**src/design/hamming_pkg.sv**
```systemverilog
// ====================
// Hamming code widths
// ====================

package hamming_pkg;

    // Smallest parity count that covers all data positions plus the no-error case
    function automatic int parity_bits(input int data_bits);
        int r;
        r = 1;
        while ((1 << r) < data_bits + r + 1) begin
            r++;
        end
        return r;
    endfunction

    // Decoded widths
    localparam int ENTRY_BITS = 11;
    localparam int MODE_BITS  = 5;

    // Codeword widths, 15 and 9
    localparam int DATA_CODE_BITS = ENTRY_BITS + parity_bits(ENTRY_BITS);
    localparam int MODE_CODE_BITS = MODE_BITS + parity_bits(MODE_BITS);

endpackage

```
**src/design/det_pkg.sv**
```systemverilog
// ====================
// Determinant types
// ====================

package det_pkg;

    // Matrix geometry
    localparam int MATRIX_DIM     = 4;
    localparam int MATRIX_ENTRIES = MATRIX_DIM * MATRIX_DIM;

    // Window counts for 2x2 and 3x3 sliding windows
    localparam int N_MINOR2 = (MATRIX_DIM - 1) * (MATRIX_DIM - 1);
    localparam int N_MINOR3 = (MATRIX_DIM - 2) * (MATRIX_DIM - 2);

    // Result widths
    localparam int MINOR2_BITS = 23;
    localparam int MINOR3_BITS = 51;
    localparam int RESULT_BITS = 207;

    typedef logic signed [hamming_pkg::ENTRY_BITS-1:0] entry_t;
    typedef logic signed [MINOR2_BITS-1:0]             minor2_t;
    typedef logic signed [MINOR3_BITS-1:0]             minor3_t;

    // Decoded mode, other codes are unsupported and give a zero result
    typedef enum logic [hamming_pkg::MODE_BITS-1:0] {
        MODE_MINOR2 = 4,
        MODE_MINOR3 = 6
    } mode_t;

    // ====================
    // Output word
    // ====================
    // Same 207 bits, read per mode
    // Window 0 always sits at the top
    typedef union packed {
        minor2_t [0:N_MINOR2-1] minor2;
        struct packed {
            logic [RESULT_BITS-N_MINOR3*MINOR3_BITS-1:0] pad;
            minor3_t [0:N_MINOR3-1]                      win;
        } minor3;
    } result_u;

endpackage

```
**src/design/hamming_decoder.sv**
```systemverilog
// ====================
// Hamming SEC decoder
// ====================

module hamming_decoder #(
    parameter int DATA_BITS = 11
) (
    input  logic [DATA_BITS+hamming_pkg::parity_bits(DATA_BITS)-1:0] code,
    output logic [DATA_BITS-1:0]                                     data
);

    localparam int PARITY_BITS = hamming_pkg::parity_bits(DATA_BITS);
    localparam int CODE_BITS   = DATA_BITS + PARITY_BITS;

    // Codeword position of the idx-th data bit, counting from the data MSB
    function automatic int data_pos(input int idx);
        int p;
        int seen;
        p = 0;
        seen = -1;
        while (seen < idx) begin
            p++;
            if ((p & (p - 1)) != 0) begin
                seen++;
            end
        end
        return p;
    endfunction

    logic [PARITY_BITS-1:0] syndrome;
    logic [CODE_BITS-1:0]   fixed;

    // Position 1 is the port MSB
    always_comb begin
        syndrome = '0;
        for (int p = 1; p <= CODE_BITS; p++) begin
            if (code[CODE_BITS-p]) begin
                syndrome = syndrome ^ PARITY_BITS'(p);
            end
        end
    end

    // Flip the bit the syndrome points at
    always_comb begin
        fixed = code;
        if (syndrome != '0 && syndrome <= CODE_BITS) begin
            fixed[CODE_BITS-syndrome] = ~code[CODE_BITS-syndrome];
        end
    end

    for (genvar i = 0; i < DATA_BITS; i++) begin : g_data
        assign data[DATA_BITS-1-i] = fixed[CODE_BITS-data_pos(i)];
    end

endmodule

```
**src/design/input_decoder.sv**
```systemverilog
// ====================
// Input decoder
// ====================

module input_decoder #(
    parameter int ENTRY_BITS = 11,
    parameter int MODE_BITS  = 5
) (
    input  logic                                                       clk,
    input  logic                                                       rst_n,
    input  logic                                                       in_valid,
    input  logic [ENTRY_BITS+hamming_pkg::parity_bits(ENTRY_BITS)-1:0] in_code,
    input  logic [MODE_BITS+hamming_pkg::parity_bits(MODE_BITS)-1:0]   mode_code,
    output logic                                                       entry_valid,
    output det_pkg::entry_t                                            entry,
    output logic                                                       mode_valid,
    output det_pkg::mode_t                                             mode
);

    logic [$bits(in_code)-1:0]   entry_code_q;
    logic [$bits(mode_code)-1:0] mode_code_q;
    logic                        in_burst;
    logic                        first_beat;
    logic [ENTRY_BITS-1:0]       entry_raw;
    logic [MODE_BITS-1:0]        mode_raw;

    // Mode only rides on the first beat of a burst
    assign first_beat = in_valid && !in_burst;

    always_ff @(posedge clk or negedge rst_n) begin
        if (!rst_n) begin
            in_burst    <= 1'b0;
            entry_valid <= 1'b0;
            mode_valid  <= 1'b0;
        end else begin
            in_burst    <= in_valid;
            entry_valid <= in_valid;
            mode_valid  <= first_beat;
        end
    end

    always_ff @(posedge clk) begin
        if (in_valid) begin
            entry_code_q <= in_code;
        end
        if (first_beat) begin
            mode_code_q <= mode_code;
        end
    end

    // Decode after the register
    hamming_decoder #(.DATA_BITS(ENTRY_BITS)) i_entry_dec (
        .code (entry_code_q),
        .data (entry_raw)
    );

    hamming_decoder #(.DATA_BITS(MODE_BITS)) i_mode_dec (
        .code (mode_code_q),
        .data (mode_raw)
    );

    assign entry = det_pkg::entry_t'(entry_raw);
    assign mode  = det_pkg::mode_t'(mode_raw);

endmodule

```
**src/design/matrix_store.sv**
```systemverilog
// ====================
// Matrix store
// ====================

module matrix_store (
    input  logic            clk,
    input  logic            rst_n,
    input  logic            entry_valid,
    input  det_pkg::entry_t entry,
    input  logic            store_release,
    output logic            matrix_full,
    output det_pkg::entry_t entries [det_pkg::MATRIX_ENTRIES]
);

    localparam int CNT_BITS = $clog2(det_pkg::MATRIX_ENTRIES);

    logic [CNT_BITS-1:0] fill_cnt;
    logic                write_en;
    logic                last_slot;

    // Entries arriving while full are dropped, contents stay put
    assign write_en  = entry_valid && !matrix_full;
    assign last_slot = (fill_cnt == CNT_BITS'(det_pkg::MATRIX_ENTRIES - 1));

    // ====================
    // Fill control
    // ====================
    always_ff @(posedge clk or negedge rst_n) begin
        if (!rst_n) begin
            fill_cnt    <= '0;
            matrix_full <= 1'b0;
        end else if (store_release) begin
            // Engine is done with this matrix
            fill_cnt    <= '0;
            matrix_full <= 1'b0;
        end else if (write_en) begin
            fill_cnt <= fill_cnt + 1'b1;
            if (last_slot) begin
                matrix_full <= 1'b1;
            end
        end
    end

    // ====================
    // Entry storage
    // ====================
    // Row-major, slot index is {row, col}
    always_ff @(posedge clk) begin
        if (write_en) begin
            entries[fill_cnt] <= entry;
        end
    end

endmodule

```
**src/design/minor_engine.sv**
```systemverilog
// ====================
// Minor engine
// ====================

module minor_engine (
    input  logic             clk,
    input  logic             rst_n,
    input  logic             mode_valid,
    input  det_pkg::mode_t   mode,
    input  logic             matrix_full,
    input  det_pkg::entry_t  entries [det_pkg::MATRIX_ENTRIES],
    output logic             store_release,
    output logic             out_valid,
    output det_pkg::result_u out_data
);

    det_pkg::mode_t   mode_q;
    logic [1:0]       outer;
    logic [1:0]       inner;
    logic             active;
    logic             last_step;
    logic [1:0]       row_t;
    logic [1:0]       row_b;
    logic [1:0]       col_l;
    logic [1:0]       col_r;
    logic [1:0]       edge_row;
    det_pkg::entry_t  e_tl;
    det_pkg::entry_t  e_tr;
    det_pkg::entry_t  e_bl;
    det_pkg::entry_t  e_br;
    det_pkg::entry_t  edge_l;
    det_pkg::entry_t  edge_r;
    det_pkg::minor2_t minor;
    det_pkg::minor3_t term_l;
    det_pkg::minor3_t term_r;
    logic [3:0]       slot;

    det_pkg::minor2_t [0:det_pkg::N_MINOR2-1] m2_q;
    det_pkg::minor3_t [0:det_pkg::N_MINOR3-1] m3_q;

    always_ff @(posedge clk or negedge rst_n) begin
        if (!rst_n) begin
            mode_q <= det_pkg::MODE_MINOR2;
        end else if (mode_valid) begin
            mode_q <= mode;
        end
    end

    // Matrix_full stays high through the out_valid cycle
    assign active        = matrix_full && !out_valid;
    assign store_release = out_valid;

    // Mode 4 walks 3x3 window corners, mode 6 walks 2 row pairs of 3 steps
    always_comb begin
        case (mode_q)
            det_pkg::MODE_MINOR2: last_step = (outer == 2'd2) && (inner == 2'd2);
            det_pkg::MODE_MINOR3: last_step = (outer == 2'd1) && (inner == 2'd2);
            default:              last_step = 1'b1;
        endcase
    end

    always_ff @(posedge clk or negedge rst_n) begin
        if (!rst_n) begin
            outer     <= '0;
            inner     <= '0;
            out_valid <= 1'b0;
        end else begin
            out_valid <= active && last_step;
            if (active) begin
                if (last_step) begin
                    outer <= '0;
                    inner <= '0;
                end else if (inner == 2'd2) begin
                    outer <= outer + 2'd1;
                    inner <= '0;
                end else begin
                    inner <= inner + 2'd1;
                end
            end
        end
    end

    // ====================
    // Window select
    // ====================
    // In mode 6 the minor drops row outer+inner and keeps the middle columns,
    // which both the left and right 3x3 windows share
    always_comb begin
        if (mode_q == det_pkg::MODE_MINOR3) begin
            row_t = (inner == 2'd0) ? outer + 2'd1 : outer;
            row_b = (inner == 2'd2) ? outer + 2'd1 : outer + 2'd2;
            col_l = 2'd1;
        end else begin
            row_t = outer;
            row_b = outer + 2'd1;
            col_l = inner;
        end
    end

    assign col_r    = col_l + 2'd1;
    assign edge_row = outer + inner;

    assign e_tl   = entries[{row_t, col_l}];
    assign e_tr   = entries[{row_t, col_r}];
    assign e_bl   = entries[{row_b, col_l}];
    assign e_br   = entries[{row_b, col_r}];
    assign edge_l = entries[{edge_row, 2'd0}];
    assign edge_r = entries[{edge_row, 2'd3}];

    // ====================
    // Arithmetic
    // ====================
    assign minor = det_pkg::minor2_t'(e_tl) * det_pkg::minor2_t'(e_br)
                 - det_pkg::minor2_t'(e_tr) * det_pkg::minor2_t'(e_bl);

    assign term_l = det_pkg::minor3_t'(minor) * det_pkg::minor3_t'(edge_l);
    assign term_r = det_pkg::minor3_t'(minor) * det_pkg::minor3_t'(edge_r);

    // Raster slot of the current 2x2 window
    assign slot = 4'(outer) * 4'd3 + 4'(inner);

    always_ff @(posedge clk) begin
        if (active) begin
            case (mode_q)
                det_pkg::MODE_MINOR2: m2_q[slot] <= minor;
                det_pkg::MODE_MINOR3: begin
                    // Cofactor signs go +, -, + down the edge columns
                    case (inner)
                        2'd0: begin
                            m3_q[{outer[0], 1'b0}] <= term_l;
                            m3_q[{outer[0], 1'b1}] <= term_r;
                        end
                        2'd1: begin
                            m3_q[{outer[0], 1'b0}] <= m3_q[{outer[0], 1'b0}] - term_l;
                            m3_q[{outer[0], 1'b1}] <= m3_q[{outer[0], 1'b1}] - term_r;
                        end
                        default: begin
                            m3_q[{outer[0], 1'b0}] <= m3_q[{outer[0], 1'b0}] + term_l;
                            m3_q[{outer[0], 1'b1}] <= m3_q[{outer[0], 1'b1}] + term_r;
                        end
                    endcase
                end
                default: ;
            endcase
        end
    end

    // Zero unless presenting a result
    always_comb begin
        out_data = '0;
        if (out_valid) begin
            case (mode_q)
                det_pkg::MODE_MINOR2: out_data.minor2 = m2_q;
                det_pkg::MODE_MINOR3: out_data.minor3.win = m3_q;
                default:              out_data = '0;
            endcase
        end
    end

endmodule

```
**src/design/det_top.sv**
```systemverilog
// ====================
// Determinant top
// ====================

module det_top (
    input  logic                                  clk,
    input  logic                                  rst_n,
    input  logic                                  in_valid,
    input  logic [hamming_pkg::DATA_CODE_BITS-1:0] in_code,
    input  logic [hamming_pkg::MODE_CODE_BITS-1:0] mode_code,
    output logic                                  out_valid,
    output det_pkg::result_u                      out_data
);

    logic            entry_valid;
    det_pkg::entry_t entry;
    logic            mode_valid;
    det_pkg::mode_t  mode;
    logic            matrix_full;
    det_pkg::entry_t entries [det_pkg::MATRIX_ENTRIES];
    logic            store_release;

    input_decoder #(
        .ENTRY_BITS (hamming_pkg::ENTRY_BITS),
        .MODE_BITS  (hamming_pkg::MODE_BITS)
    ) i_input_decoder (
        .clk         (clk),
        .rst_n       (rst_n),
        .in_valid    (in_valid),
        .in_code     (in_code),
        .mode_code   (mode_code),
        .entry_valid (entry_valid),
        .entry       (entry),
        .mode_valid  (mode_valid),
        .mode        (mode)
    );

    matrix_store i_matrix_store (
        .clk           (clk),
        .rst_n         (rst_n),
        .entry_valid   (entry_valid),
        .entry         (entry),
        .store_release (store_release),
        .matrix_full   (matrix_full),
        .entries       (entries)
    );

    minor_engine i_minor_engine (
        .clk           (clk),
        .rst_n         (rst_n),
        .mode_valid    (mode_valid),
        .mode          (mode),
        .matrix_full   (matrix_full),
        .entries       (entries),
        .store_release (store_release),
        .out_valid     (out_valid),
        .out_data      (out_data)
    );

endmodule

```
**config.mk**
```make
export PLATFORM = sky130hd
export DESIGN_NAME = det_top
export DESIGN_NICKNAME = d
export VERILOG_FILES = /design/src/design/hamming_pkg.sv /design/src/design/det_pkg.sv /design/src/design/hamming_decoder.sv /design/src/design/input_decoder.sv /design/src/design/matrix_store.sv /design/src/design/minor_engine.sv /design/src/design/det_top.sv
export SDC_FILE = /design/constraint.sdc
export NUM_CORES = 2
export LEC_CHECK = 0
export BUFFER_PORTS_ARGS = -buffer_cell sky130_fd_sc_hd__buf_2
export CAP_MARGIN = 20
export CORE_ASPECT_RATIO = 1.1
export CORE_MARGIN = 2
export CORE_UTILIZATION = 37
export DETAILED_ROUTE_END_ITERATION = 7
export GPL_ROUTABILITY_DRIVEN = 1
export PLACE_DENSITY_LB_ADDON = 0.05
export SLEW_MARGIN = 10
export SYNTH_ARGS = -nofsm -noshare
export SYNTH_HDL_FRONTEND = slang
export SYNTH_HIERARCHICAL = 1
export SYNTH_SLANG_ARGS = --single-unit
```
**constraint.sdc**
```tcl
create_clock -name clk -period 53 [get_ports clk]
set_input_delay 7.95 -clock clk [delete_from_list [all_inputs] [get_ports clk]]
set_output_delay 7.95 -clock clk [all_outputs]
set_load 0.02 [all_outputs]
```
; After elaboration in Yosys (flattened, before gate mapping)
; Cells that the tools add are included.
[totals]
regBits = 628
inputBits = 27
[op_classes]
add_sub_neg = 14
mul = 5
order_cmp = 19
n_eq_ne = 7
muxes = 95
bitwise = 34
n_reduce_logical = 26
[ops]
columns = op, n
row1 = 204-bit bitwise mux, 6
row2 = 204-bit one-hot mux with 2 select lines, 2
row3 = 51-bit two-way mux, 6
row4 = 11-bit binary-select mux with 4-bit select, 6
row5 = 207-bit bitwise mux, 1
row6 = 207-bit two-way mux, 1
row7 = 51-bit binary-select mux with 2-bit select, 2
row8 = 51-bit demux with 2-bit select, 2
row9 = 176-bit bitwise mux, 1
row10 = 11-bit two-way mux, 13
row11 = 51-bit adder, 2
row12 = 51-bit subtractor, 2
row13 = 23-bit demux with 4-bit select, 1
row14 = 23-bit by 11-bit multiplier with 34-bit output, 2
row15 = 32-bit by 1-bit >= comparator with 1-bit output (second input constant), 2
row16 = 32-bit by 5-bit less-than comparator with 1-bit output (second input constant), 2
row17 = 4-bit two-way mux, 12
row18 = 11-bit demux with 4-bit select, 1
row19 = 11-bit by 11-bit multiplier with 22-bit output, 2
row20 = 5-bit >= comparator (second input constant), 8
row21 = 4-bit inverter with 5-bit output, 8
row22 = 3-bit two-way mux, 9
row23 = 2-bit two-way mux, 13
row24 = 23-bit two-way mux, 1
row25 = 36 further kinds, 95

; Depth between registers and ports, before layout
[logic_depth]
depth_word = 34
ltp_mapped = 76

; Modules after synthesis
; The synthesis kept the hierarchy.
[by_module_without_submodules]
columns = mod, instances, cells_each, area_per_inst_um2, seq_area_each_um2
row1 = minor_engine, 1, 7316, 64116.5, 12593.3
row2 = matrix_store, 1, 225, 5680.4, 5410.2
row3 = input_decoder, 1, 27, 784.5, 770.7
row4 = hamming_decoder at i_input_decoder.i_entry_dec, 1, 63, 606.8, 0.0
row5 = hamming_decoder at i_input_decoder.i_mode_dec, 1, 64, 554.3, 0.0

; Least setup slack after synthesis
; OpenSTA, ideal clock, no wires.
[synth_timing]
kind = register to register
from = register i_minor_engine.mode_q[2]
to = register i_minor_engine/m3_q[101] (netlist bit) (data pin)
setup_time_ps = 263
t_arrival_ps = 16782
required_time_ps = 52737
path_slack_ps = 35955
stages_incl_launch_ff = 66
path_cell_list = dfstp_2 > nor4b_2 > and2_1 > buf_2 > nand2_1 > xnor2_1 > buf_2 > buf_4 > mux2i_1 > nor2_1 > a21oi_1 > nand2_1 > fa_1 > inv_1 > fa_1 > inv_1 > fa_1 > inv_1 > [30 not listed] > a21oi_1 > xnor2_1 > xor2_2 > buf_4 > inv_1 > ha_1 > clkbuf_1 > nor3_1 > nand2_1 > or3_1 > nor3_1 > nor4b_1 > a22oi_2 > a31o_2 > o31ai_1 > mux2_2 > a31oi_1 > nand3_1
[synth_via]
elab_chain_len = 14
elab_cells_between_ends = 37
[synth_rtl]
columns = element, line_no
row1 = start: declaration, minor_engine.sv:17  ; det_pkg::mode_t mode_q;
row2 = start signal: assignment, minor_engine.sv:43  ; mode_q <= det_pkg::MODE_MINOR2;
row3 = start signal: assignment, minor_engine.sv:45  ; mode_q <= mode;
row4 = 5-bit by 3-bit equality test with 1-bit output (*), minor_engine.sv:89  ; if (mode_q == det_pkg::MODE_MINOR3) begin
row5 = 2-bit two-way mux, minor_engine.sv:89
row6 = 2-bit by 1-bit adder with 2-bit output, minor_engine.sv:100  ; assign col_r = col_l + 2'd1;
row7 = "4-bit inverter with 5-bit output, on equally long branches", "minor_engine.sv:106, minor_engine.sv:104"
row8 = "11-bit binary-select mux with 4-bit select, on equally long branches", "minor_engine.sv:106, minor_engine.sv:104"
row9 = "11-bit two-way mux, on equally long branches (2 in series)", "minor_engine.sv:106, minor_engine.sv:104"
row10 = "11-bit by 11-bit multiplier with 22-bit output, on equally long branches", "minor_engine.sv:113, minor_engine.sv:114"
row11 = 22-bit by 22-bit subtractor with 23-bit output (*), minor_engine.sv:114  ; - det_pkg::minor2_t'(e_tr) * det_pkg::minor2_t'(e_bl);
row12 = named net i_minor_engine.minor[16], minor_engine.sv:33  ; det_pkg::minor2_t minor;
row13 = 23-bit by 11-bit multiplier with 34-bit output, minor_engine.sv:116  ; assign term_l = det_pkg::minor3_t'(minor) * det_pkg::minor3_t'(edge_l);
row14 = 51-bit adder or 51-bit subtractor (tied branches), "minor_engine.sv:138, minor_engine.sv:134"
row15 = "204-bit bitwise mux, on equally long branches", "minor_engine.sv:138, minor_engine.sv:134"
row16 = "204-bit bitwise mux, on equally long branches", "minor_engine.sv:139, minor_engine.sv:135"
row17 = 204-bit one-hot mux with 2 select lines (*), minor_engine.sv:128  ; case (inner)
row18 = end signal: indexed assignment, minor_engine.sv:130  ; m3_q[{outer[0], 1'b0}] <= term_l;
row19 = end signal: indexed assignment, minor_engine.sv:138  ; m3_q[{outer[0], 1'b0}] <= m3_q[{outer[0], 1'b0}] + term_l;
row20 = end signal: indexed assignment, minor_engine.sv:139  ; m3_q[{outer[0], 1'b1}] <= m3_q[{outer[0], 1'b1}] + term_r;
row21 = end: declaration, minor_engine.sv:39  ; det_pkg::minor3_t [0:det_pkg::N_MINOR3-1] m3_q;
; The timed path passes the listed nets; every way through them passes the cells marked *. The select of a mux whose other input is x is not followed.
; A chain may end at the register's enable or synchronous reset.

; Worst setup path after layout
[layout_timing]
from = register i_minor_engine.inner[1]
to = register i_minor_engine/m3_q[101] (netlist bit) (data pin)
[layout_via]
elab_chain_len = 14
elab_cells_between_ends = 50
[layout_rtl]
columns = element, line_no
row1 = start: declaration, minor_engine.sv:19  ; logic [1:0] inner;
row2 = start signal: assignment, minor_engine.sv:77  ; inner <= inner + 2'd1;
row3 = 2-bit equality test or 2-bit logical NOT (tied branches), "minor_engine.sv:91, minor_engine.sv:90, minor_engine.sv:128"
row4 = "2-bit two-way mux, on equally long branches", "minor_engine.sv:91, minor_engine.sv:90"
row5 = 2-bit two-way mux, minor_engine.sv:89
row6 = "4-bit inverter with 5-bit output, on equally long branches", n/a
row7 = "11-bit binary-select mux with 4-bit select, on equally long branches", n/a
row8 = "11-bit two-way mux, on equally long branches (2 in series)", n/a
row9 = "11-bit by 11-bit multiplier with 22-bit output, on equally long branches", "minor_engine.sv:113, minor_engine.sv:114"
row10 = 22-bit by 22-bit subtractor with 23-bit output, minor_engine.sv:114
row11 = 23-bit by 11-bit multiplier with 34-bit output, minor_engine.sv:116
row12 = 51-bit adder or 51-bit subtractor (tied branches), "minor_engine.sv:138, minor_engine.sv:134"
row13 = "204-bit bitwise mux, on equally long branches", "minor_engine.sv:138, minor_engine.sv:134"
row14 = "204-bit bitwise mux, on equally long branches", "minor_engine.sv:139, minor_engine.sv:135"
row15 = 204-bit one-hot mux with 2 select lines (*), minor_engine.sv:128
; Every way passes the cells marked *; elsewhere a longest branch is shown, timed or not. The select of a mux whose other input is x is not followed.

==> results.json <==
{
  "finalNetCount": 8901,
  "postCtsSetupBuffers": 0,
  "setup_viol": 0,
  "grt_pass1_wl_um": 409000,
  "fmax_ghz": 0.0481,
  "cap_viol_max_count": 0,
  "cts.repair.resized": 0,
  "grt_pass1_vias": 59000,
  "synth_common_cells": "inv_1 (1045), nand2_1 (805), fa_1 (706)",
  "synth.distinct_cells": 123,
  "die_w_um": 424,
  "dieArea_um2": 197000,
  "fin_skew_ps": 56.8,
  "syn2layout_area_growth_pct": 9.62,
  "drive_gt1_share_pct": 10.6,
  "async_flop_share_pct": 2.71,
  "num-fill-cells": 19300,
  "pin_count": 235,
  "post-synth-top-area-cell": "edfxtp_1",
  "yosysSeqAreaShare_pct": 26.2,
  "port_buffers": 234,
  "yosysTopAreaCellShare_pct": 25.6,
  "path_class": "flip-flop to flip-flop",
  "hold_viol": 0,
  "drc": 0,
  "timing.final.crit_share_pct": 39.2,
  "cp_max_fo": 54,
  "synth_fp_nets": 8888,
  "synth_flop_cell": "edfxtp_1",
  "cts_made_buffers": 79,
  "dpl.hpwl_um": 207000,
  "avgRoutedWirePerCell_um": 27.1,
  "synth_most_common_cell": "inv_1",
  "slew_headroom_pct": 24.1,
  "crit_required_ps": 53490,
  "via_per_inst": 5.62,
  "final.setup.tns_ps": 0,
  "synthTopCellsByArea": "edfxtp_1 (26%), fa_1 (20%), ha_1 (8.0%), inv_1 (5.5%), nand2_1 (4.2%)",
  "start_kind": "flip-flop",
  "hold_buffers": 0,
  "rsz0062_at_grt": "false",
  "gr-usage-all-layers_pct": 28.1,
  "cts-root-buf": "clkbuf_16",
  "clock_path_buffers": 3,
  "cts_tree": "done",
  "clk_pin_slew_ps": 60,
  "ys_ff_latch": 628,
  "cp_slowest_cell": "fa_1",
  "insertion_delay_ps": 740,
  "max_stage_delay_ps": 880,
  "post_dp_cell_area_um2": 75800,
  "antenna_found_initial": 13,
  "multi_input_area_um2": 47500,
  "grt.overflow.total": 0,
  "rows": 169,
  "htree_num_levels": 3,
  "hp-class": "flip-flop to flip-flop",
  "synthesis.area_um2": 71700,
  "wirelength_um": 280000,
  "syn_inst": 7695,
  "design_area_um2": 78600,
  "place_ws_ps": 32410,
  "cts_sinks": 628,
  "grt_max_degree": 170,
  "setup_ws_ps": 32210,
  "drtIter0Drc": 4751,
  "final_core_utilization_pct": 40.8,
  "ant_nets": 0,
  "initial_core_util_pct": 37.2,
  "gp_congestion": 0.937,
  "crit_arrival_ps": 21280,
  "synth_warnings": 6,
  "finalMaxSlewViolations": 0,
  "die_h_um": 466,
  "cp_common_cell": "fa_1",
  "syn_avg_cell_area_um2": 9.32,
  "seq_area_um2": 18800,
  "dr.pass1.iters": 8,
  "end_kind": "flip-flop",
  "core_area_um2": 193000,
  "min_period_ps": 20790,
  "status": "finished clean",
  "synth_edf_count": 611,
  "tightest_slew_ps": 1140,
  "vias": 58200
}
-- flip-flops by register name (all words and copies together) (netlist names), 2 cells and up --
signal and cells:
i_input_decoder/entry_code_q 15, i_input_decoder/mode_code_q 9, i_matrix_store/entries 176, i_matrix_store/fill_cnt 4
i_minor_engine/inner 2, i_minor_engine/m2_q 207, i_minor_engine/m3_q 204, i_minor_engine/mode_q 5
i_minor_engine/outer 2
-- per-stage QoR --
step	instances	hold WS, ps
3_3_place_gp	10200	517
2_1_floorplan	7695	502
4_1_cts	10300	533
3_5_place_dp	10200	520
6_report	10300	529
5_1_grt	10300	547
-- worst paths after layout --
| check | slack, ps | start | to | depth (start not counted) |
|---|---|---|---|---|
| setup / recovery | 32210 | i_minor_engine/inner[1] | i_minor_engine/m3_q[101] | 64 |
| hold / removal | 530 | i_minor_engine/mode_q[0] | i_minor_engine/mode_q[0] | 1 |
| setup reg to reg | 32210 | i_minor_engine/inner[1] | i_minor_engine/m3_q[101] | 64 |
| hold reg to reg | 530 | i_minor_engine/mode_q[0] | i_minor_engine/mode_q[0] | 1 |
| max in group asynchronous | 45470 | rst_n | i_minor_engine/outer[0] | 1 |
| min in group asynchronous | 7150 | rst_n | i_minor_engine/inner[0] | 1 |
-- area by class of cell --
type                       count  share of cell area (%)
antenna                        7                  0.0223
clock buffer                  92                    2.60
clock inverter                55                   0.963
inverter                    1057                    5.05
multi-input combinational   5566                    60.5
sequential                   628                    23.9
tap                         2565                    4.08
timing repair buffer         376                    2.94
-- worst max-delay path, delay by kind of cell, from the launching register on --
family	cells	cell delay [ps]
xor gates and xnor gates	3	510
AOI/OAI and AO/OA	13	3630
muxes	3	1230
buffers and inverters	17	3650
adders and majority gates	15	7620
DFF	1	700
and+or+nand+nor	13	3020
-- cells by family after synthesis --
logic type	count (synthesis)	share of synthesized area [%]
buffers and inverters	1501	8.00
xor gates and xnor gates	370	4.81
and+or+nand+nor	2025	12.2
adders and majority gates	1166	27.7
DFF	628	26.2
muxes	284	4.77
AOI/OAI and AO/OA	1721	16.3
-- cells in the final DEF (no fill, tap or decap), types with 67 or more instances in the layout --
cell,n
inv_1,1042
nand2_1,800
fa_1,706
nor2_1,680
edfxtp_1,611
ha_1,459
a21oi_1,423
o21ai_0,290
xnor2_1,273
buf_2,234
a22o_1,211
buf_4,135
mux2i_1,125
mux2_2,122
a21o_1,104
nand3_1,103
o21bai_1,83
clkbuf_16,80
a31oi_1,74
xor2_1,72
nand2b_1,70
nor3_1,68
o22ai_1,67
-- per-layer routing --
layer,GRT usage [%],share of wire (%)
met1,36.0,42
met2,48.8,49
met3,3.32,5.3
met4,9.75,3.9
met5,0,0.012
Power is left out: the tool's default activity adds up to more than one toggle a clock period on the data nets, which glitch-free logic cannot reach.
